[src/rtl/color_pkg.sv]
package color_pkg;

    // one colour channel, also used for hue index and intensity
    typedef logic [7:0] chan_t;

    // full 8x8 product
    typedef logic [15:0] prod_t;

    // mode code as seen on the mode input
    typedef logic [7:0] mode_t;

    // recognised mode codes
    localparam mode_t MODE_PASS = 8'h21;
    localparam mode_t MODE_GEN = 8'ha4;

    // channel limits for saturation
    localparam chan_t CHAN_MAX = 8'hff;
    localparam chan_t CHAN_MIN = 8'h00;

    // ramp defaults, 6 * seg_len must stay within 255
    localparam int DEF_RAMP_STEP = 7;
    localparam int DEF_SEG_LEN = 42;

    // white, red, green, blue, msb first
    typedef struct packed {
        chan_t w;
        chan_t r;
        chan_t g;
        chan_t b;
    } rgbw_t;

    // request from scaler to multiplier
    typedef struct packed {
        logic ld;
        chan_t a;
        chan_t b;
    } mult_req_t;

    // response from multiplier, res valid while ok is high
    typedef struct packed {
        logic ok;
        prod_t res;
    } mult_rsp_t;

endpackage

[src/rtl/hue_ramp_mixer.sv]
`timescale 1ns/100ps

module hue_ramp_mixer import color_pkg::*; #(
    parameter int RAMP_STEP = DEF_RAMP_STEP,
    parameter int SEG_LEN = DEF_SEG_LEN
) (
    input logic clk,
    input logic reset,
    input logic start,
    input chan_t hue,
    input chan_t white,
    output logic done,
    output rgbw_t mixed
);

    typedef enum logic [1:0] {
        RAMP_IDLE,
        RAMP_RUN,
        RAMP_MIX
    } ramp_state_e;

    localparam chan_t STEP = chan_t'(RAMP_STEP);
    localparam chan_t MAX_STEPS = chan_t'(6 * SEG_LEN);
    localparam chan_t SEG_LAST = chan_t'(SEG_LEN - 1);

    ramp_state_e state;
    chan_t n_steps;
    chan_t step_cnt;
    chan_t seg_cnt;
    logic [2:0] seg;
    logic stepping;

    function automatic chan_t sat_add(chan_t a, chan_t d);
        logic [8:0] sum;
        sum = {1'b0, a} + {1'b0, d};
        return sum[8] ? CHAN_MAX : sum[7:0];
    endfunction

    function automatic chan_t sat_sub(chan_t a, chan_t d);
        return (a < d) ? CHAN_MIN : chan_t'(a - d);
    endfunction

    // one ramp step per cycle until the capped hue count is reached
    assign stepping = (state == RAMP_RUN) && (step_cnt != n_steps);

    always_ff @(posedge clk)
    begin
        if (!reset)
        begin
            state <= RAMP_IDLE;
            done <= 1'b0;
            step_cnt <= '0;
            seg_cnt <= '0;
            seg <= '0;
        end
        else
        begin
            done <= 1'b0;
            case (state)
                RAMP_IDLE:
                begin
                    step_cnt <= '0;
                    seg_cnt <= '0;
                    seg <= '0;
                    if (start)
                        state <= RAMP_RUN;
                end
                RAMP_RUN:
                begin
                    if (stepping)
                    begin
                        step_cnt <= step_cnt + 8'd1;
                        // segment index is step / seg_len, kept as a counter pair
                        if (seg_cnt == SEG_LAST)
                        begin
                            seg_cnt <= '0;
                            seg <= seg + 3'd1;
                        end
                        else
                            seg_cnt <= seg_cnt + 8'd1;
                    end
                    else
                        state <= RAMP_MIX;
                end
                RAMP_MIX:
                begin
                    // white add happens here too
                    done <= 1'b1;
                    state <= RAMP_IDLE;
                end
                default: state <= RAMP_IDLE;
            endcase
        end
    end

    always_ff @(posedge clk)
    begin
        if (state == RAMP_IDLE && start)
        begin
            // cap at six segment lengths
            n_steps <= (hue > MAX_STEPS) ? MAX_STEPS : hue;
            mixed <= '{w: white, r: CHAN_MIN, g: CHAN_MIN, b: CHAN_MIN};
        end
        else if (stepping)
        begin
            case (seg)
                3'd0:
                begin
                    // red full, blue rising
                    mixed.r <= CHAN_MAX;
                    mixed.g <= CHAN_MIN;
                    mixed.b <= sat_add(mixed.b, STEP);
                end
                3'd1:
                begin
                    mixed.b <= CHAN_MAX;
                    mixed.g <= CHAN_MIN;
                    mixed.r <= sat_sub(mixed.r, STEP);
                end
                3'd2:
                begin
                    mixed.r <= CHAN_MIN;
                    mixed.b <= CHAN_MAX;
                    mixed.g <= sat_add(mixed.g, STEP);
                end
                3'd3:
                begin
                    // green full, blue falling
                    mixed.r <= CHAN_MIN;
                    mixed.g <= CHAN_MAX;
                    mixed.b <= sat_sub(mixed.b, STEP);
                end
                3'd4:
                begin
                    mixed.g <= CHAN_MAX;
                    mixed.b <= CHAN_MIN;
                    mixed.r <= sat_add(mixed.r, STEP);
                end
                3'd5:
                begin
                    mixed.r <= CHAN_MAX;
                    mixed.b <= CHAN_MIN;
                    mixed.g <= sat_sub(mixed.g, STEP);
                end
                default:
                begin
                    mixed <= mixed;
                end
            endcase
        end
        else if (state == RAMP_MIX)
        begin
            // lift rgb by the sampled white
            mixed.r <= sat_add(mixed.r, mixed.w);
            mixed.g <= sat_add(mixed.g, mixed.w);
            mixed.b <= sat_add(mixed.b, mixed.w);
        end
    end

endmodule

[src/rtl/shift_add_mult.sv]
`timescale 1ns/100ps

module shift_add_mult import color_pkg::*; (
    input logic clk,
    input logic reset,
    input mult_req_t req,
    output mult_rsp_t rsp
);

    typedef enum logic [1:0] {
        MULT_IDLE,
        MULT_RUN,
        MULT_HOLD
    } mult_state_e;

    mult_state_e state;
    logic ok_q;
    logic [2:0] bit_cnt;
    prod_t acc;
    prod_t mcand;
    chan_t mplier;

    assign rsp = '{ok: ok_q, res: acc};

    always_ff @(posedge clk)
    begin
        if (!reset)
        begin
            state <= MULT_IDLE;
            ok_q <= 1'b0;
            bit_cnt <= '0;
        end
        else
        begin
            case (state)
                MULT_IDLE:
                begin
                    bit_cnt <= '0;
                    if (req.ld)
                        state <= MULT_RUN;
                end
                MULT_RUN:
                begin
                    bit_cnt <= bit_cnt + 3'd1;
                    // last bit lands together with ok
                    if (bit_cnt == 3'd7)
                    begin
                        ok_q <= 1'b1;
                        state <= MULT_HOLD;
                    end
                end
                MULT_HOLD:
                begin
                    // keep result until requester lets go of ld
                    if (!req.ld)
                    begin
                        ok_q <= 1'b0;
                        state <= MULT_IDLE;
                    end
                end
                default: state <= MULT_IDLE;
            endcase
        end
    end

    // one bit of the scanned operand per cycle, lsb first
    always_ff @(posedge clk)
    begin
        if (state == MULT_IDLE && req.ld)
        begin
            acc <= '0;
            mcand <= {8'h00, req.a};
            mplier <= req.b;
        end
        else if (state == MULT_RUN)
        begin
            if (mplier[0])
                acc <= acc + mcand;
            mcand <= mcand << 1;
            mplier <= mplier >> 1;
        end
    end

endmodule

[src/rtl/intensity_scaler.sv]
`timescale 1ns/100ps

module intensity_scaler import color_pkg::*; (
    input logic clk,
    input logic reset,
    input logic start,
    input chan_t level,
    input rgbw_t color,
    input mult_rsp_t rsp,
    output mult_req_t req,
    output logic done,
    output rgbw_t scaled
);

    typedef enum logic {
        SCL_IDLE,
        SCL_RUN
    } scl_state_e;

    scl_state_e state;
    logic [1:0] idx;
    logic ld_q;
    logic capture;
    chan_t cur_chan;

    // product order is w, r, g, b
    always_comb
    begin
        case (idx)
            2'd0: cur_chan = color.w;
            2'd1: cur_chan = color.r;
            2'd2: cur_chan = color.g;
            default: cur_chan = color.b;
        endcase
    end

    assign req = '{ld: ld_q, a: level, b: cur_chan};

    // result seen while still requesting
    assign capture = (state == SCL_RUN) && ld_q && rsp.ok;

    always_ff @(posedge clk)
    begin
        if (!reset)
        begin
            state <= SCL_IDLE;
            idx <= '0;
            ld_q <= 1'b0;
            done <= 1'b0;
        end
        else
        begin
            done <= 1'b0;
            case (state)
                SCL_IDLE:
                begin
                    idx <= '0;
                    ld_q <= 1'b0;
                    if (start)
                        state <= SCL_RUN;
                end
                SCL_RUN:
                begin
                    if (capture)
                    begin
                        ld_q <= 1'b0;
                        idx <= idx + 2'd1;
                        if (idx == 2'd3)
                        begin
                            done <= 1'b1;
                            state <= SCL_IDLE;
                        end
                    end
                    else if (!ld_q && !rsp.ok)
                        // previous ok must have dropped first
                        ld_q <= 1'b1;
                end
                default: state <= SCL_IDLE;
            endcase
        end
    end

    // keep the high byte, i.e. product / 256
    always_ff @(posedge clk)
    begin
        if (capture)
        begin
            case (idx)
                2'd0: scaled.w <= rsp.res[15:8];
                2'd1: scaled.r <= rsp.res[15:8];
                2'd2: scaled.g <= rsp.res[15:8];
                default: scaled.b <= rsp.res[15:8];
            endcase
        end
    end

endmodule

[src/rtl/color_gen.sv]
`timescale 1ns/100ps

module color_gen import color_pkg::*; #(
    parameter int RAMP_STEP = DEF_RAMP_STEP,
    parameter int SEG_LEN = DEF_SEG_LEN
) (
    input logic clk,
    input logic reset,
    input mode_t mode,
    input chan_t color_idx,
    input chan_t intensity,
    input rgbw_t color_in,
    output rgbw_t color_out,
    output logic busy
);

    typedef enum logic [1:0] {
        CTRL_IDLE,
        CTRL_MIXING,
        CTRL_SCALING
    } ctrl_state_e;

    ctrl_state_e state;
    mode_t mode_q;
    logic gen_go;
    logic mix_start;
    logic mix_done;
    logic scl_start;
    logic scl_done;
    chan_t hue_q;
    chan_t level_q;
    chan_t white_q;
    rgbw_t mixed;
    rgbw_t scaled;
    mult_req_t mult_req;
    mult_rsp_t mult_rsp;

    // decode only the registered mode
    assign gen_go = (state == CTRL_IDLE) && (mode_q == MODE_GEN);

    always_ff @(posedge clk)
    begin
        if (!reset)
        begin
            state <= CTRL_IDLE;
            mode_q <= '0;
            busy <= 1'b0;
            mix_start <= 1'b0;
            scl_start <= 1'b0;
            color_out <= '0;
        end
        else
        begin
            mode_q <= mode;
            mix_start <= 1'b0;
            scl_start <= 1'b0;
            case (state)
                CTRL_IDLE:
                begin
                    if (mode_q == MODE_PASS)
                        color_out <= color_in;
                    else if (gen_go)
                    begin
                        mix_start <= 1'b1;
                        busy <= 1'b1;
                        state <= CTRL_MIXING;
                    end
                    // any other code holds the output
                end
                CTRL_MIXING:
                begin
                    if (mix_done)
                    begin
                        scl_start <= 1'b1;
                        state <= CTRL_SCALING;
                    end
                end
                CTRL_SCALING:
                begin
                    // result and busy drop on the same edge
                    if (scl_done)
                    begin
                        color_out <= scaled;
                        busy <= 1'b0;
                        state <= CTRL_IDLE;
                    end
                end
                default: state <= CTRL_IDLE;
            endcase
        end
    end

    // inputs frozen for the whole generate run
    always_ff @(posedge clk)
    begin
        if (gen_go)
        begin
            hue_q <= color_idx;
            level_q <= intensity;
            white_q <= color_in.w;
        end
    end

    hue_ramp_mixer #(
        .RAMP_STEP(RAMP_STEP),
        .SEG_LEN(SEG_LEN)
    ) mixer_i (
        .clk(clk),
        .reset(reset),
        .start(mix_start),
        .hue(hue_q),
        .white(white_q),
        .done(mix_done),
        .mixed(mixed)
    );

    intensity_scaler scaler_i (
        .clk(clk),
        .reset(reset),
        .start(scl_start),
        .level(level_q),
        .color(mixed),
        .rsp(mult_rsp),
        .req(mult_req),
        .done(scl_done),
        .scaled(scaled)
    );

    shift_add_mult mult_i (
        .clk(clk),
        .reset(reset),
        .req(mult_req),
        .rsp(mult_rsp)
    );

endmodule

[config.mk]
export PLATFORM = sky130hd
export DESIGN_NAME = color_gen
export DESIGN_NICKNAME = d
export VERILOG_FILES = /design/src/rtl/color_pkg.sv /design/src/rtl/hue_ramp_mixer.sv /design/src/rtl/shift_add_mult.sv /design/src/rtl/intensity_scaler.sv /design/src/rtl/color_gen.sv
export SDC_FILE = /design/constraint.sdc
export NUM_CORES = 1
export LEC_CHECK = 0
export BUFFER_PORTS_ARGS = -buffer_cell sky130_fd_sc_hd__buf_2
export CAP_MARGIN = 20
export CORE_MARGIN = 4
export CORE_UTILIZATION = 61
export DETAILED_ROUTE_END_ITERATION = 16
export PLACE_DENSITY = 0.81
export SYNTH_ARGS = -nofsm -noshare
export SYNTH_HDL_FRONTEND = slang
export SYNTH_SLANG_ARGS = --single-unit
[constraint.sdc]
create_clock -name clk -period 3.6 [get_ports clk]
set_input_delay 0.54 -clock clk [delete_from_list [all_inputs] [get_ports clk]]
set_output_delay 0.54 -clock clk [all_outputs]
set_load 0.02 [all_outputs]
# Yosys cells after proc, flatten, opt, wreduce, memory -nomap -nowiden
# Index checks and enable logic that the tools add are counted.
# totals
regBits,214
wordCells,193
out_inout_bits,33
input_bits,58
# classes
n_eq_ne,34
add_sub_neg,15
bitwise_logic,4
muxes,61
reduce_logical,38
magnitude_cmp,4
# ops
operator,count
24-bit case mux with 6 select lines,1
8-bit two-way mux,16
32-bit two-way mux,2
32-bit case mux with 2 select lines,1
24-bit two-way mux,2
8-bit case mux with 2 select lines,2
8-bit by 3-bit adder with 9-bit output (second input constant),3
8-bit by 8-bit adder with 9-bit output,3
8-bit by 3-bit < comparator with 1-bit output (second input constant),3
8-bit case mux with 3 select lines,1
8-bit by 3-bit subtractor with 8-bit output (second input constant),3
2-bit two-way mux,10
2-bit AND reduction,9
16-bit adder,1
8-bit by 1-bit adder with 8-bit output (second input constant),2
8-bit by 6-bit == test with 1-bit output (second input constant),2
2-bit inequality test (second input constant),8
3-bit AND reduction,5
1-bit two-way mux,14
2-bit case mux with 3 select lines,2
3-bit case mux with 2 select lines,2
2-bit nonzero test,6
2-bit == test (second input constant),5
2-bit by 1-bit inequality test with 1-bit output (second input constant),5
21 further kinds,48

# Logic depth before layout (Yosys ltp)
# Gate-level depths: netlist of the first run.
# logic_depth
word_depth,5
ltp_mapped,10
depth_no_buf,9

# Cells and area by module
# From an unflattened synthesis of the first run, not the netlist that was laid out.
# unflattened
hier_cells,1217
hier_area_um2,11905.2
# modules_own_cells
module,n_inst,seq_area_each_um2,area_each_um2,cells_each
hue_ramp_mixer,1,1401.3,5027.3,598
color_gen,1,1621.6,2780.2,218
shift_add_mult,1,1081.0,2583.7,305
intensity_scaler,1,1061.0,1514.0,96

# Worst setup path before layout of the first run
# Ideal clock, no wire load.
# synth_path
path_type,reg2reg
start,register mixer_i.mixed[24] (netlist name)
end,register mixer_i.mixed[20] (netlist name)
path_stages_with_launch,10
n_path_buf,0
setup_time_ps,164
setup_slack_ps,944
required_time_ps,3436
synth_period_minus_slack_ps,2656
arrival_ps,2492
cell_sequence,edfxtp_1 > ha_1 > fa_1 > a211oi_2 > nor2_1 > or4_1 > a311oi_4 > o21ai_0 > nand3_1 > a21oi_1
# synth_between
elab_chain_cells,4
# synth_rtl
item,line_no,rtl
8-bit by 8-bit adder with 9-bit output,hue_ramp_mixer.sv:35,"sum = {1'b0, a} + {1'b0, d};"
8-bit two-way mux,hue_ramp_mixer.sv:36,return sum[8] ? CHAN_MAX : sum[7:0];
24-bit two-way mux,hue_ramp_mixer.sv:151,else if (state == RAMP_MIX)
24-bit two-way mux,hue_ramp_mixer.sv:104,else if (stepping)
# Every way passes these cells. The select of a mux whose other input is x is not followed.
# A chain may end at the register's enable or synchronous reset.

# Worst setup path after layout of the first run
# layout_path
start,register mixer_i.mixed[24] (netlist name)
end,register mixer_i.mixed[20] (netlist name)
# layout_between
elab_chain_cells,4
# layout_rtl
item,line_no
8-bit by 8-bit adder with 9-bit output,hue_ramp_mixer.sv:35
8-bit two-way mux,hue_ramp_mixer.sv:36
24-bit two-way mux,hue_ramp_mixer.sv:151
24-bit two-way mux,hue_ramp_mixer.sv:104
# Every way passes these cells. The select of a mux whose other input is x is not followed.

==> flow_summary.rst, run 1 <==
.. list-table::
   :header-rows: 1

   * - Metric
     - Value
   * - Total DRC errors in the routed layout
     - 0
   * - Critical register-to-register path endpoint
     - mixer_i.mixed[20]
   * - Setup WS post-layout
     - 0.713 ns
   * - Number of iterations in the first detailed-routing pass
     - 5
   * - Part of the cycle the worst path needs
     - 80.2%
   * - Total non-filler cell area in the finished layout
     - 12,700 um^2
   * - Type of element capturing the critical path
     - flop
   * - Initial antenna violation count
     - 1
   * - Latest clock arrival within the worst-skew pair
     - 0.52 ns
   * - Fmax
     - 346 MHz
   * - Die Width
     - 145 um
   * - Detailed placer's ending HPWL
     - 18.1 mm
   * - Vias in the first global route
     - 8,815
   * - Count of distinct cell types in the synthesized netlist
     - 85
   * - Maximum clock path buffer count
     - 3
   * - I/O pins
     - 91
   * - Global placer's final weighted congestion
     - 0.934
   * - Clock-pin slew of the registers on the worst-case setup and hold paths
     - 0.07 ns
   * - Placed Cells incl. Taps
     - 1,416
   * - Minimum clock period
     - 2.89 ns
   * - Post-synthesis cell count
     - 1,159
   * - Min-Delay Endpoint
     - level_q[0]
   * - GRT Resource Usage Total
     - 25.1%
   * - Wirelength, routed
     - 26.5 mm
   * - Net count after synthesis
     - 1,281
   * - Average routed wire per standard cell
     - 18.1 um
   * - Total vias in the final route
     - 9,049
   * - Syn Std Cell Area
     - 11,400 um^2
   * - FP Rows
     - 49
   * - Leading post-synthesis cells by cell area
     - edfxtp_1, dfxtp_1, ha_1
   * - Clk_skew
     - 0.0173 ns
   * - Number of clock buffers inserted by TritonCTS
     - 23
   * - Fill count
     - 1,343
   * - Hold Vio Cnt, Final
     - 0
   * - Arrival time reported for the critical path endpoint
     - 3.28 ns
   * - Share of cells above drive strength 1
     - 13.4%
   * - Root Driver
     - clkbuf_16
   * - Maximum number of pins on one net before global-route repair
     - 65
   * - Number of gates given a new drive strength after cts
     - 0
   * - CTS sink cnt
     - 214
   * - Area growth from synthesis to final layout
     - 11.3%
   * - Hold Path Stages
     - 1
   * - Number of failing setup endpoints in the final timing report
     - 0
   * - CTS tree
     - done
   * - Worst path required time
     - 3.99 ns
   * - Reg-to-reg critical path startpoint
     - mixer_i.mixed[24]
   * - Final TNS setup
     - 0 ns
   * - Vertical extent of the die
     - 145 um
   * - CTS hold repair buffers
     - 0
   * - Area share of the leading cell type in the synthesized netlist
     - 23.2%
   * - Hold WC Path Type
     - primary input to flop
   * - Deepest level of the CTS H-tree
     - 1
   * - Cell taking the most area after synthesis
     - edfxtp_1
   * - Worst reg2reg path depth
     - 9
   * - R2r setup slk
     - 0.71 ns
   * - Count of nets left with antenna violations after detail routing
     - 0
   * - Worst Setup Start Kind
     - flop
   * - Count of buffers from port buffering
     - 90
   * - Layout net count
     - 1,334
   * - Post-synth EDFFs
     - 88
   * - Number of non-filler instances in the completed layout
     - 1,459
   * - Slew at the pin with the worst max-slew slack
     - 1.08 ns
   * - Number of design-rule violations left by the first detailed-router iteration
     - 654
   * - Worst hold-check slack
     - 0.191 ns
   * - Global-route wire length before repair
     - 43.2 mm
   * - Maximum fanout along the worst path
     - 7
   * - Yosys warns
     - 0
   * - Average vias per placed instance
     - 6.20
   * - Power per Cell Area
     - 475 nW/um^2
   * - CP Class
     - flop to flop
   * - Commonest register cell after synthesis
     - dfxtp_1
   * - Starting density of the core
     - 62.7%
   * - Average cell area after synthesis
     - 9.85 um^2
   * - Leakage power summed over all cells
     - 5.42 nW
   * - Status
     - finished clean
   * - Pre-CTS WS
     - 0.752 ns
   * - PnR Total Power
     - 6.04 mW
   * - Standard cell area after detailed placement
     - 11,900 um^2
   * - Share of the yosys chip area belonging to registers
     - 45.3%
   * - Floorplan die area
     - 21,000 um^2
   * - Aggregate global routing overflow
     - 0
   * - Max-slew violations
     - 0
   * - Share of synthesized registers carrying an async set or reset
     - 0%
   * - RSZ-0062 raised after global routing
     - no
   * - Register bit total from synthesis
     - 214
   * - Hold path startpoint
     - intensity[0]
   * - Worst rel slew slack
     - 28.1%
   * - Total setup buffers inserted after CTS
     - 0
   * - Final core occ
     - 69.7%
   * - Count of maximum capacitance violations
     - 0
   * - Std-Cell Core Area
     - 18,200 um^2
   * - Worst supply voltage drop on vdd
     - 501 uV
## cell usage after synthesis (6+ instances only)
| master | n |
|---|---|
| clkbuf_1 | 51 |
| mux2i_1 | 47 |
| o211a_1 | 32 |
| nand2_1 | 145 |
| nand3_1 | 29 |
| nor2b_1 | 20 |
| o21ai_0 | 62 |
| o21bai_1 | 9 |
| a222oi_1 | 8 |
| and3_1 | 10 |
| nor3_1 | 7 |
| inv_1 | 24 |
| a211oi_1 | 7 |
| ha_1 | 60 |
| xnor2_1 | 18 |
| xor2_1 | 28 |
| a22o_1 | 9 |
| a221oi_1 | 6 |
| a21o_1 | 19 |
| a31oi_1 | 8 |
| o211ai_1 | 6 |
| a22oi_1 | 6 |
| a21oi_1 | 78 |
| o21a_1 | 9 |
| dfxtp_1 | 126 |
| nand4_1 | 12 |
| nor2_1 | 73 |
| buf_2 | 11 |
| nand2b_1 | 17 |
| and2_1 | 20 |
| edfxtp_1 | 88 |
## metal layers
layer  up-vias  GRT usage, %  wire [um]
li1       4371             -          -
met1      4272          32.8      11100
met2       330          42.0      12600
met3        74          4.50       1770
met4         2          9.33        981
met5         -             0          7
## registers in the layout, indices dropped and copies added, names as in the netlist, 2 cells and up
signal,flops
color_out,32
hue_q,8
level_q,8
mixer_i.mixed,32
mixer_i.n_steps,8
mixer_i.seg,3
mixer_i.seg_cnt,8
mixer_i.state,2
mixer_i.step_cnt,8
mode_q,8
mult_i.acc,16
mult_i.bit_cnt,3
mult_i.mcand,16
mult_i.mplier,8
mult_i.state,2
scaler_i.idx,2
scaler_i.scaled,32
state,2
white_q,8
## worst max path at each step
stage,from,endpoint,slack (ns),cells past startpoint
after global routing,mixer_i.mixed[24],mixer_i.mixed[19],0.54,9
final,mixer_i.mixed[24],mixer_i.mixed[20],0.71,9
after floorplan,mixer_i.mixed[24],mixer_i.mixed[20],0.94,9
after detailed placement,mixer_i.mixed[24],mixer_i.mixed[20],0.75,9
after CTS,mixer_i.mixed[24],mixer_i.mixed[19],0.71,9
after global placement,mixer_i.mixed[24],mixer_i.mixed[20],0.83,9
## cell families after synthesis
family                   share of synthesized area (%)
multiplexers                                      4.32
flip-flops                                        45.3
buffers and inverters                             3.57
adder cells (fa/ha/maj)                           7.28
AND/OR/NAND/NOR                                   15.6
AO/OA/AOI/OAI                                     20.5
XOR/XNOR                                          3.53
## cell type report
class	instances	area, um^2	share of cell area (%)
tap	229	287	2.26
inverter	24	90.1	0.709
clock inverter	7	103	0.808
clock buffer	35	671	5.28
sequential	214	5160	40.7
multi-input combinational	850	5860	46.2
antenna	1	2.50	0.0197
timing repair buffer	99	518	4.08
## where the power goes
group / internal [mW] / switching, mW / total, mW
Sequential: 2.59 / 0.219 / 2.81
Combinational: 0.391 / 0.439 / 0.830
Clock: 1.44 / 0.961 / 2.40
Total: 4.42 / 1.62 / 6.04
## cells in the final DEF, fill, tap and decap left out, drive strengths merged, types with 18 or more instances in the layout
master / n
nand2: 145
xor2: 28
a21o: 20
nand3: 29
inv: 25
nand2b: 19
nor2: 74
and2: 21
mux2i: 47
xnor2: 18
nor2b: 20
edfxtp: 88
buf: 99
a21oi: 80
o21ai: 67
dfxtp: 126
ha: 60
o211a: 32
clkbuf: 35
## critical path, cell delays in order (launching register included)
cell,delay (ns)
edfxtp_1,0.46
ha_1,0.26
fa_1,0.44
a211oi_2,0.28
nor2_1,0.08
or4_1,0.45
a311oi_4,0.43
o21ai_0,0.17
nand3_1,0.11
a21oi_1,0.07
No activity file was read; power rests on OpenSTA's default activity.
==> run 2, diff against run 1 <==
--- a/config.mk
+++ b/config.mk
@@ -5,6 +5,7 @@
 export SDC_FILE = /design/constraint.sdc
 export NUM_CORES = 1
 export LEC_CHECK = 0
+export ABC_AREA = 1
 export BUFFER_PORTS_ARGS = -buffer_cell sky130_fd_sc_hd__buf_2
 export CAP_MARGIN = 20
 export CORE_MARGIN = 4
==> constraint.sdc (replaced) <==
create_clock -name clk -period 2.9 [get_ports clk]
set_input_delay 0.435 -clock clk [delete_from_list [all_inputs] [get_ports clk]]
set_output_delay 0.435 -clock clk [all_outputs]
set_load 0.02 [all_outputs]
==> run 2 against run 1 <==
  * Power increased by 44%
  * Synthesized cell count is 40% higher
  * Cell count increased by 36%
  * Non-clock buffer count is 8 higher
  * Largest cell class unchanged
  * Count of clock-buffer cells in the layout is 10 lower
  * Sequential cell count stayed put
  * Wire length increased by 13%
  * Register-to-register slack got worse by 0.22 ns
  * Largest power group unchanged
  * Worst hold slack got worse by 0.10 ns
  * Sequential power up 29%
  * First-iteration DRC count up 4.6%
==> flow_summary.rst, run 2 <==
.. list-table::
   :header-rows: 1

   * - Metric
     - Value
   * - Status
     - finished clean
   * - Average cell area after synthesis
     - 7.54 um^2 (-23%)
   * - Cell taking the most area after synthesis
     - edfxtp_1
   * - Registers with the highest flip-flop counts
     - color_out: 32 flops, mixer_i.mixed: 32 flops, scaler_i.scaled: 32 flops
   * - Fill count
     - 1,624 (+21%)
   * - Count of nets left with antenna violations after detail routing
     - 0 (unchanged)
   * - CP Class
     - flop to flop
   * - Hold path startpoint
     - color_idx[2]
   * - Min-Delay Endpoint
     - hue_q[2]
   * - Average routed wire per standard cell
     - 15.0 um (-17%)
   * - Leakage power summed over all cells
     - 6.46 nW (+19%)
   * - Vias in the first global route
     - 10,513 (+19%)
   * - Met3 Wirelength
     - 1.70 mm (-3.7%)
   * - Global placer's final weighted congestion
     - 0.917 (-1.8%)
   * - Number of iterations in the first detailed-routing pass
     - 5 (unchanged)
   * - Maximum number of pins on one net before global-route repair
     - 51 (-22%)
   * - Aggregate global routing overflow
     - 0 (unchanged)
   * - Pre-CTS WS
     - 0.556 ns (-0.196 ns)
   * - Commonest register cell after synthesis
     - dfxtp_1
   * - Number of failing setup endpoints in the final timing report
     - 0 (unchanged)
   * - Reg-to-reg critical path startpoint
     - mixer_i.mixed[24]
   * - Slowest stage delay, CP
     - 0.52 ns (+0.06 ns)
   * - Count of maximum capacitance violations
     - 0 (unchanged)
   * - Count of distinct cell types in the synthesized netlist
     - 49 (-42%)
   * - Root Driver
     - clkbuf_16
   * - Hold WC Path Type
     - primary input to flop
   * - Buffer and inverter count on the worst path
     - 0 (unchanged)
   * - R2r setup slk
     - 0.49 ns (-0.22 ns)
   * - Initial antenna violation count
     - 1 (unchanged)
   * - Deepest level of the CTS H-tree
     - 1 (unchanged)
   * - Leading post-synthesis cells by cell area
     - edfxtp_1, dfxtp_1, nand2_1
   * - Average vias per placed instance
     - 5.52 (-11%)
   * - Max-slew violations
     - 0 (unchanged)
   * - Post-synth EDFFs
     - 88 (unchanged)
   * - Count of buffers from port buffering
     - 90 (unchanged)
   * - Worst supply voltage drop on vdd
     - 497 uV (-0.68%)
   * - Area share of the leading cell type in the synthesized netlist
     - 21.5% (-1.6 points)
   * - GRT Resource Usage Total
     - 26.5% (+1.4 points)
   * - Share of synthesized registers carrying an async set or reset
     - 0% (unchanged)
   * - Wirelength, routed
     - 29.8 mm (+13%)
   * - Net count after synthesis
     - 1,750 (+37%)
   * - Cell types with the highest counts after synthesis
     - nand2_1, nor2_1, inv_1
   * - Critical register-to-register path endpoint
     - mixer_i.mixed[21]
   * - Maximum fanout along the worst path
     - 8 (+1)
   * - Starting density of the core
     - 62.5% (-0.21 points)
   * - Crit-path leading delay family
     - adder cells
   * - Final core occ
     - 69.9% (+0.14 points)
   * - Worst Setup Start Kind
     - flop
   * - CTS hold repair buffers
     - 0 (unchanged)
   * - Arrival time reported for the critical path endpoint
     - 2.82 ns (-0.46 ns)
   * - Area taken by multi-input logic gates
     - 6180 um^2 (+5.5%)
   * - CTS sink cnt
     - 214 (unchanged)
   * - RSZ-0062 raised after global routing
     - no
   * - Minimum clock period
     - 2.41 ns (-0.480 ns)
   * - Layout net count
     - 1,827 (+37%)
   * - Most numerous cell in the Yosys netlist
     - nand2_1
   * - CTS tree
     - done
   * - Die Width
     - 150 um (+3.5%)
   * - Leading cell types in the layout, fill and taps excluded
     - nand2_1, nor2_1, inv_1
   * - FP Rows
     - 51 (+4.1%)
   * - Vertical extent of the die
     - 150 um (+3.5%)
   * - Area growth from synthesis to final layout
     - 11.9%
   * - Final TNS setup
     - 0 ns (unchanged)
   * - Slew at the pin with the worst max-slew slack
     - 0.838 ns (-0.241 ns)
   * - Number of clock buffers inserted by TritonCTS
     - 23 (unchanged)
   * - Power per Cell Area
     - 633 nW/um^2 (+33%)
   * - Cell with the largest stage delay on the worst path
     - a21oi_1
   * - Maximum clock path buffer count
     - 3 (unchanged)
   * - Floorplan die area
     - 22,500 um^2 (+7.1%)
   * - Syn Std Cell Area
     - 12,300 um^2 (+7.6%)
   * - Total area of sequential cells
     - 5160 um^2 (unchanged)
   * - Cells traversed along the worst timing path
     - ha_1 > fa_1 > nand3_1 > nand2_1 > a21oi_1 > nand3_1 > nand2_1 > nand2_1 > nor2_1 > nor2_1
   * - Fmax
     - 415 MHz (+20%)
   * - Part of the cycle the worst path needs
     - 83.0% (+2.8 points)
   * - Global-route wire length before repair
     - 49.3 mm (+14%)
   * - Detail Route met2 WL
     - 14.5 mm (+14%)
   * - Top metal layer carrying routed signals
     - met4
   * - Hold Path Stages
     - 1 (unchanged)
   * - Detailed placer's ending HPWL
     - 21.3 mm (+18%)
   * - I/O pins
     - 91 (unchanged)
   * - Number of design-rule violations left by the first detailed-router iteration
     - 684 (+4.6%)
   * - Type of element capturing the critical path
     - flop
   * - Register bit total from synthesis
     - 214 (unchanged)
   * - Share of cells above drive strength 1
     - 12.4% (-1.1 points)
   * - Worst reg2reg path depth
     - 10 (+1)
   * - Total vias in the final route
     - 10,964 (+21%)
   * - Total DRC errors in the routed layout
     - 0 (unchanged)
   * - PnR Total Power
     - 8.70 mW (+44%)
   * - Commonest non-fill, non-tap cell in the layout
     - nand2_1
   * - Yosys warns
     - 0 (unchanged)
   * - Wire length the detailed router placed on met1
     - 12.6 mm (+14%)
   * - Most frequent cell on the critical path
     - nand2_1
   * - Hold Vio Cnt, Final
     - 0 (unchanged)
   * - Post-synthesis cell count
     - 1,628 (+40%)
   * - Total setup buffers inserted after CTS
     - 0 (unchanged)
   * - Worst rel slew slack
     - 43.8% (+16 points)
   * - Number of gates given a new drive strength after cts
     - 0 (unchanged)
   * - Worst path required time
     - 3.32 ns (-0.67 ns)
   * - Clock-pin slew of the registers on the worst-case setup and hold paths
     - 0.07 ns (about the same)
   * - Setup WS post-layout
     - 0.493 ns (-0.220 ns)
   * - Latest clock arrival within the worst-skew pair
     - 0.52 ns (about the same)
   * - Clk_skew
     - 0.00970 ns (-0.00759 ns)
   * - Share of the yosys chip area belonging to registers
     - 42.1% (-3.2 points)
   * - Std-Cell Core Area
     - 19,700 um^2 (+7.9%)
-- run 2: area by class of cell --
class	count	share of cell area, %
antenna	1	0.0182
clock buffer	25	4.25
clock inverter	17	1.73
inverter	174	4.76
multi-input combinational	1185	45.0
sequential	214	37.6
tap	265	2.41
timing repair buffer	107	4.21
-- run 2: worst max path at each step --
stage | startpoint | endpoint | slack [ns] | cells past startpoint
4_1_cts | mixer_i.mixed[24] | mixer_i.mixed[21] | 0.54 | 10
5_1_grt | mixer_i.mixed[24] | mixer_i.mixed[13] | 0.30 | 10
3_3_place_gp | mixer_i.mixed[24] | mixer_i.mixed[22] | 0.58 | 10
3_5_place_dp | mixer_i.mixed[24] | mixer_i.mixed[21] | 0.56 | 10
6_report | mixer_i.mixed[24] | mixer_i.mixed[21] | 0.49 | 10
2_1_floorplan | mixer_i.mixed[24] | mixer_i.mixed[14] | 0.87 | 10
-- run 2: kinds of logic after synthesis --
logic type,share of synthesized area (%)
DFF,42.1
xor gates and xnor gates,2.35
and+or+nand+nor,29.3
muxes,2.94
adders and majority gates,6.77
AOI/OAI and AO/OA,8.97
buffers and inverters,7.57
-- run 2: routing by layer --
metal / vias to the layer above / track usage (%)
li1: 5469 / -
met1: 5085 / 33.7
met2: 328 / 45.5
met3: 82 / 4.09
met4: 0 / 10.2
met5: - / 0
-- run 2: metrics by stage --
stage,hold WS (ns),area (um^2),cells
6_report,0.0887,13700,1988
4_1_cts,0.0799,13700,1987
5_1_grt,0.0664,13700,1988
3_3_place_gp,0.401,12900,1945
3_5_place_dp,0.405,12900,1945
2_1_floorplan,0.400,12300,1628
-- run 2: report_power, final --
part | internal [mW] | switching (mW)
clock | 1.92 | 1.24
combinational | 0.721 | 1.18
sequential | 3.37 | 0.260
total | 6.01 | 2.68
==> run 3, diff against run 2 <==
--- a/config.mk
+++ b/config.mk
@@ -9,9 +9,9 @@
 export BUFFER_PORTS_ARGS = -buffer_cell sky130_fd_sc_hd__buf_2
 export CAP_MARGIN = 20
 export CORE_MARGIN = 4
-export CORE_UTILIZATION = 61
+export CORE_UTILIZATION = 55
 export DETAILED_ROUTE_END_ITERATION = 16
-export PLACE_DENSITY = 0.81
+export PLACE_DENSITY = 0.77
 export SYNTH_ARGS = -nofsm -noshare
 export SYNTH_HDL_FRONTEND = slang
 export SYNTH_SLANG_ARGS = --single-unit
==> constraint.sdc (replaced) <==
create_clock -name clk -period 2.2 [get_ports clk]
set_input_delay 0.33 -clock clk [delete_from_list [all_inputs] [get_ports clk]]
set_output_delay 0.33 -clock clk [all_outputs]
set_load 0.02 [all_outputs]
==> run 3 against run 2 <==
  * Setup slack got worse by 0.37 ns
  * Critical endpoint is now mixer_i.mixed[23]
  * Largest cell class unchanged
  * Design area up 4.3%
  * Largest power group unchanged
  * Wire length rose by 5.4%
  * Critical path type unchanged
==> flow_summary.rst, run 3 (synthesis gave the netlist of run 2 again) <==
.. list-table::
   :header-rows: 1

   * - Metric
     - Value
   * - Status
     - finished clean
   * - Power per Cell Area
     - 821 nW/um^2 (+30%)
   * - Detailed placer's ending HPWL
     - 22.2 mm (+4.5%)
   * - Most frequent cell on the critical path
     - nand2_1
   * - Area growth from synthesis to final layout
     - 16.7%
   * - Total DRC errors in the routed layout
     - 0 (unchanged)
   * - Total setup buffers inserted after CTS
     - 0 (unchanged)
   * - Hold Vio Cnt, Final
     - 0 (unchanged)
   * - Worst Setup Start Kind
     - flop
   * - Floorplan die area
     - 24,800 um^2 (+10%)
   * - Slew at the pin with the worst max-slew slack
     - 0.700 ns (-0.138 ns)
   * - Maximum fanout along the worst path
     - 8 (unchanged)
   * - Number of failing setup endpoints in the final timing report
     - 0 (unchanged)
   * - CP Class
     - flop to flop
   * - Total non-filler cell area in the finished layout
     - 14,300 um^2 (+4.3%)
   * - Average vias per placed instance
     - 5.41 (-1.9%)
   * - Sw Share
     - 30.8% (about the same)
   * - Fmax
     - 481 MHz (+16%)
   * - Crit-path leading delay family
     - adder cells
   * - Count of buffers from port buffering
     - 90 (unchanged)
   * - CTS tree
     - done
   * - Count of nets left with antenna violations after detail routing
     - 0 (unchanged)
   * - Standard cell area after detailed placement
     - 13,200 um^2 (+2.3%)
   * - Maximum number of pins on one net before global-route repair
     - 51 (unchanged)
   * - Latest clock arrival within the worst-skew pair
     - 0.53 ns (about the same)
   * - Combinational group share of total power
     - 23.5% (+1.6 points)
   * - Die Width
     - 157 um (+5.0%)
   * - Std-Cell Core Area
     - 21,900 um^2 (+11%)
   * - Total area of sequential cells
     - 5160 um^2 (unchanged)
   * - Cell with the largest stage delay on the worst path
     - edfxtp_1
   * - Worst rel slew slack
     - 53.1% (+9.3 points)
   * - Slowest stage delay, CP
     - 0.46 ns (-0.06 ns)
   * - Worst hold-check slack
     - 0.0104 ns (-0.0782 ns)
   * - Registers with the highest flip-flop counts
     - color_out: 32 flops, mixer_i.mixed: 32 flops, scaler_i.scaled: 32 flops
   * - Starting density of the core
     - 56.1% (-6.4 points)
   * - Type of element capturing the critical path
     - flop
   * - RSZ-0062 raised after global routing
     - yes
   * - CTS sink cnt
     - 214 (unchanged)
   * - Arrival time reported for the critical path endpoint
     - 2.49 ns (-0.33 ns)
   * - Wirelength, routed
     - 31.4 mm (+5.4%)
   * - Count of maximum capacitance violations
     - 0 (unchanged)
   * - FP Rows
     - 54 (+5.9%)
   * - Buffer and inverter count on the worst path
     - 1 (+1)
   * - Global-route wire length before repair
     - 51.9 mm (+5.4%)
   * - GRT Resource Usage Total
     - 25.3% (-1.2 points)
   * - Share of cells above drive strength 1
     - 14.1% (+1.8 points)
   * - Fill count
     - 1,831 (+13%)
   * - Root Driver
     - clkbuf_16
   * - Part of the cycle the worst path needs
     - 94.5% (+12 points)
   * - Worst supply voltage drop on vdd
     - 614 uV (+23%)
   * - Leakage power summed over all cells
     - 6.76 nW (+4.7%)
   * - Clock-pin slew of the registers on the worst-case setup and hold paths
     - 0.06 ns (about the same)
   * - Max-slew violations
     - 0 (unchanged)
   * - Total vias in the final route
     - 11,161 (+1.8%)
   * - Worst path required time
     - 2.61 ns (-0.71 ns)
   * - Hold WC Path Type
     - primary input to flop
   * - I/O pins
     - 91 (unchanged)
   * - Internal power
     - 8.13 mW (+35%)
   * - Maximum clock path buffer count
     - 3 (unchanged)
   * - Layout net count
     - 1,887 (+3.3%)
   * - Clk_skew
     - 0.0230 ns (+0.0134 ns)
   * - Share of power burned in the clock network
     - 36.5% (+0.2 points)
   * - Area taken by multi-input logic gates
     - 6190 um^2 (+0.14%)
   * - Number of iterations in the first detailed-routing pass
     - 6 (+1)
   * - Vertical extent of the die
     - 157 um (+5.0%)
   * - Average routed wire per standard cell
     - 15.2 um (+1.6%)
   * - Number of design-rule violations left by the first detailed-router iteration
     - 915 (+34%)
   * - Commonest non-fill, non-tap cell in the layout
     - nand2_1
   * - Deepest level of the CTS H-tree
     - 1 (unchanged)
   * - Leading cell types in the layout, fill and taps excluded
     - nand2_1, nor2_1, inv_1
   * - Initial antenna violation count
     - 0 (-1)
   * - Cells traversed along the worst timing path
     - ha_1 > fa_1 > nand3_1 > nand2_1 > a21oi_1 > buf_4 > nand3_1 > nand2_1 > nand2_1 > nor2_1 > nor2_1
   * - Minimum clock period
     - 2.08 ns (-0.328 ns)
   * - Sequential share of power
     - 40.0% (-1.8 points)
   * - PnR Total Power
     - 11.8 mW (+35%)
   * - Net Sw Power
     - 3.63 mW (+35%)
   * - Aggregate global routing overflow
     - 0 (unchanged)
   * - Global placer's final weighted congestion
     - 0.948 (+3.3%)
   * - Vias in the first global route
     - 10,950 (+4.2%)
   * - Number of clock buffers inserted by TritonCTS
     - 23 (unchanged)
   * - Final TNS setup
     - 0 ns (unchanged)
[run 3: area by class of cell]
| class | instances | area share (%) |
|---|---|---|
| Multi-Input combinational cell | 1185 | 43.2 |
| Sequential cell | 214 | 36.0 |
| Timing Repair Buffer | 167 | 7.82 |
| Inverter | 174 | 4.56 |
| Clock buffer | 27 | 4.33 |
| Tap cell | 280 | 2.44 |
| Clock inverter | 15 | 1.57 |
| Antenna cell | 1 | 0.0175 |
[run 3: metrics by stage]
| stage | util (%) | cells | worst slack, ns |
|---|---|---|---|
| final | 65.5 | 2063 | 0.121 |
| after global routing | 65.4 | 2062 | -0.0166 |
| after floorplan | - | 1628 | 0.174 |
| after global placement | 60.3 | 1993 | 0.127 |
| after CTS | 65.4 | 2062 | 0.0602 |
| after detailed placement | 60.3 | 1993 | 0.0783 |
[run 3: final timing paths]
path | start | to | slack, ns | depth (start not counted)
max reg2reg | mixer_i.mixed[24] | mixer_i.mixed[23] | 0.12 | 11
min reg2reg | white_q[2] | mixer_i.mixed[26] | 0.42 | 0
min | mode[3] | mode_q[3] | 0.01 | 3
max | mixer_i.mixed[24] | mixer_i.mixed[23] | 0.12 | 11
[run 3: power by group through the flow]
stage | Clock (mW) | Sequential [mW] | Combinational [mW]
CTS | 4.36 | 4.70 | 2.72
detailed placement | 0 | 4.78 | 2.66
floorplan | 0 | 4.82 | 1.86
finish | 4.30 | 4.71 | 2.76
global route | 4.52 | 4.74 | 3.13
global placement | 0 | 4.78 | 2.60
[run 3: worst reg2reg max path, delay by kind of cell, from the launching register on]
| kind | cells | cell delay (ns) |
|---|---|---|
| buf+inv | 1 | 0.17 |
| flops | 1 | 0.46 |
| compound gates | 1 | 0.14 |
| fa+ha+maj | 2 | 0.68 |
| simple gates | 7 | 0.51 |
[run 3: metal layers]
layer / vias to the layer above / routed length [um] / GRT usage (%) / part of all wire, %
li1: 5601 / - / - / -
met1: 5162 / 13200 / 32.3 / 42
met2: 318 / 15300 / 43.7 / 49
met3: 80 / 1760 / 3.93 / 5.6
met4: 0 / 1170 / 8.81 / 3.7
met5: - / 0 / 0 / 0
[run 3: what timing repair did]
action	4_1_cts	5_1_grt
setup endpoints to repair	0	10
hold buffers	27	0
gates resized for setup	0	5
endpoints found under the hold margin	27	0
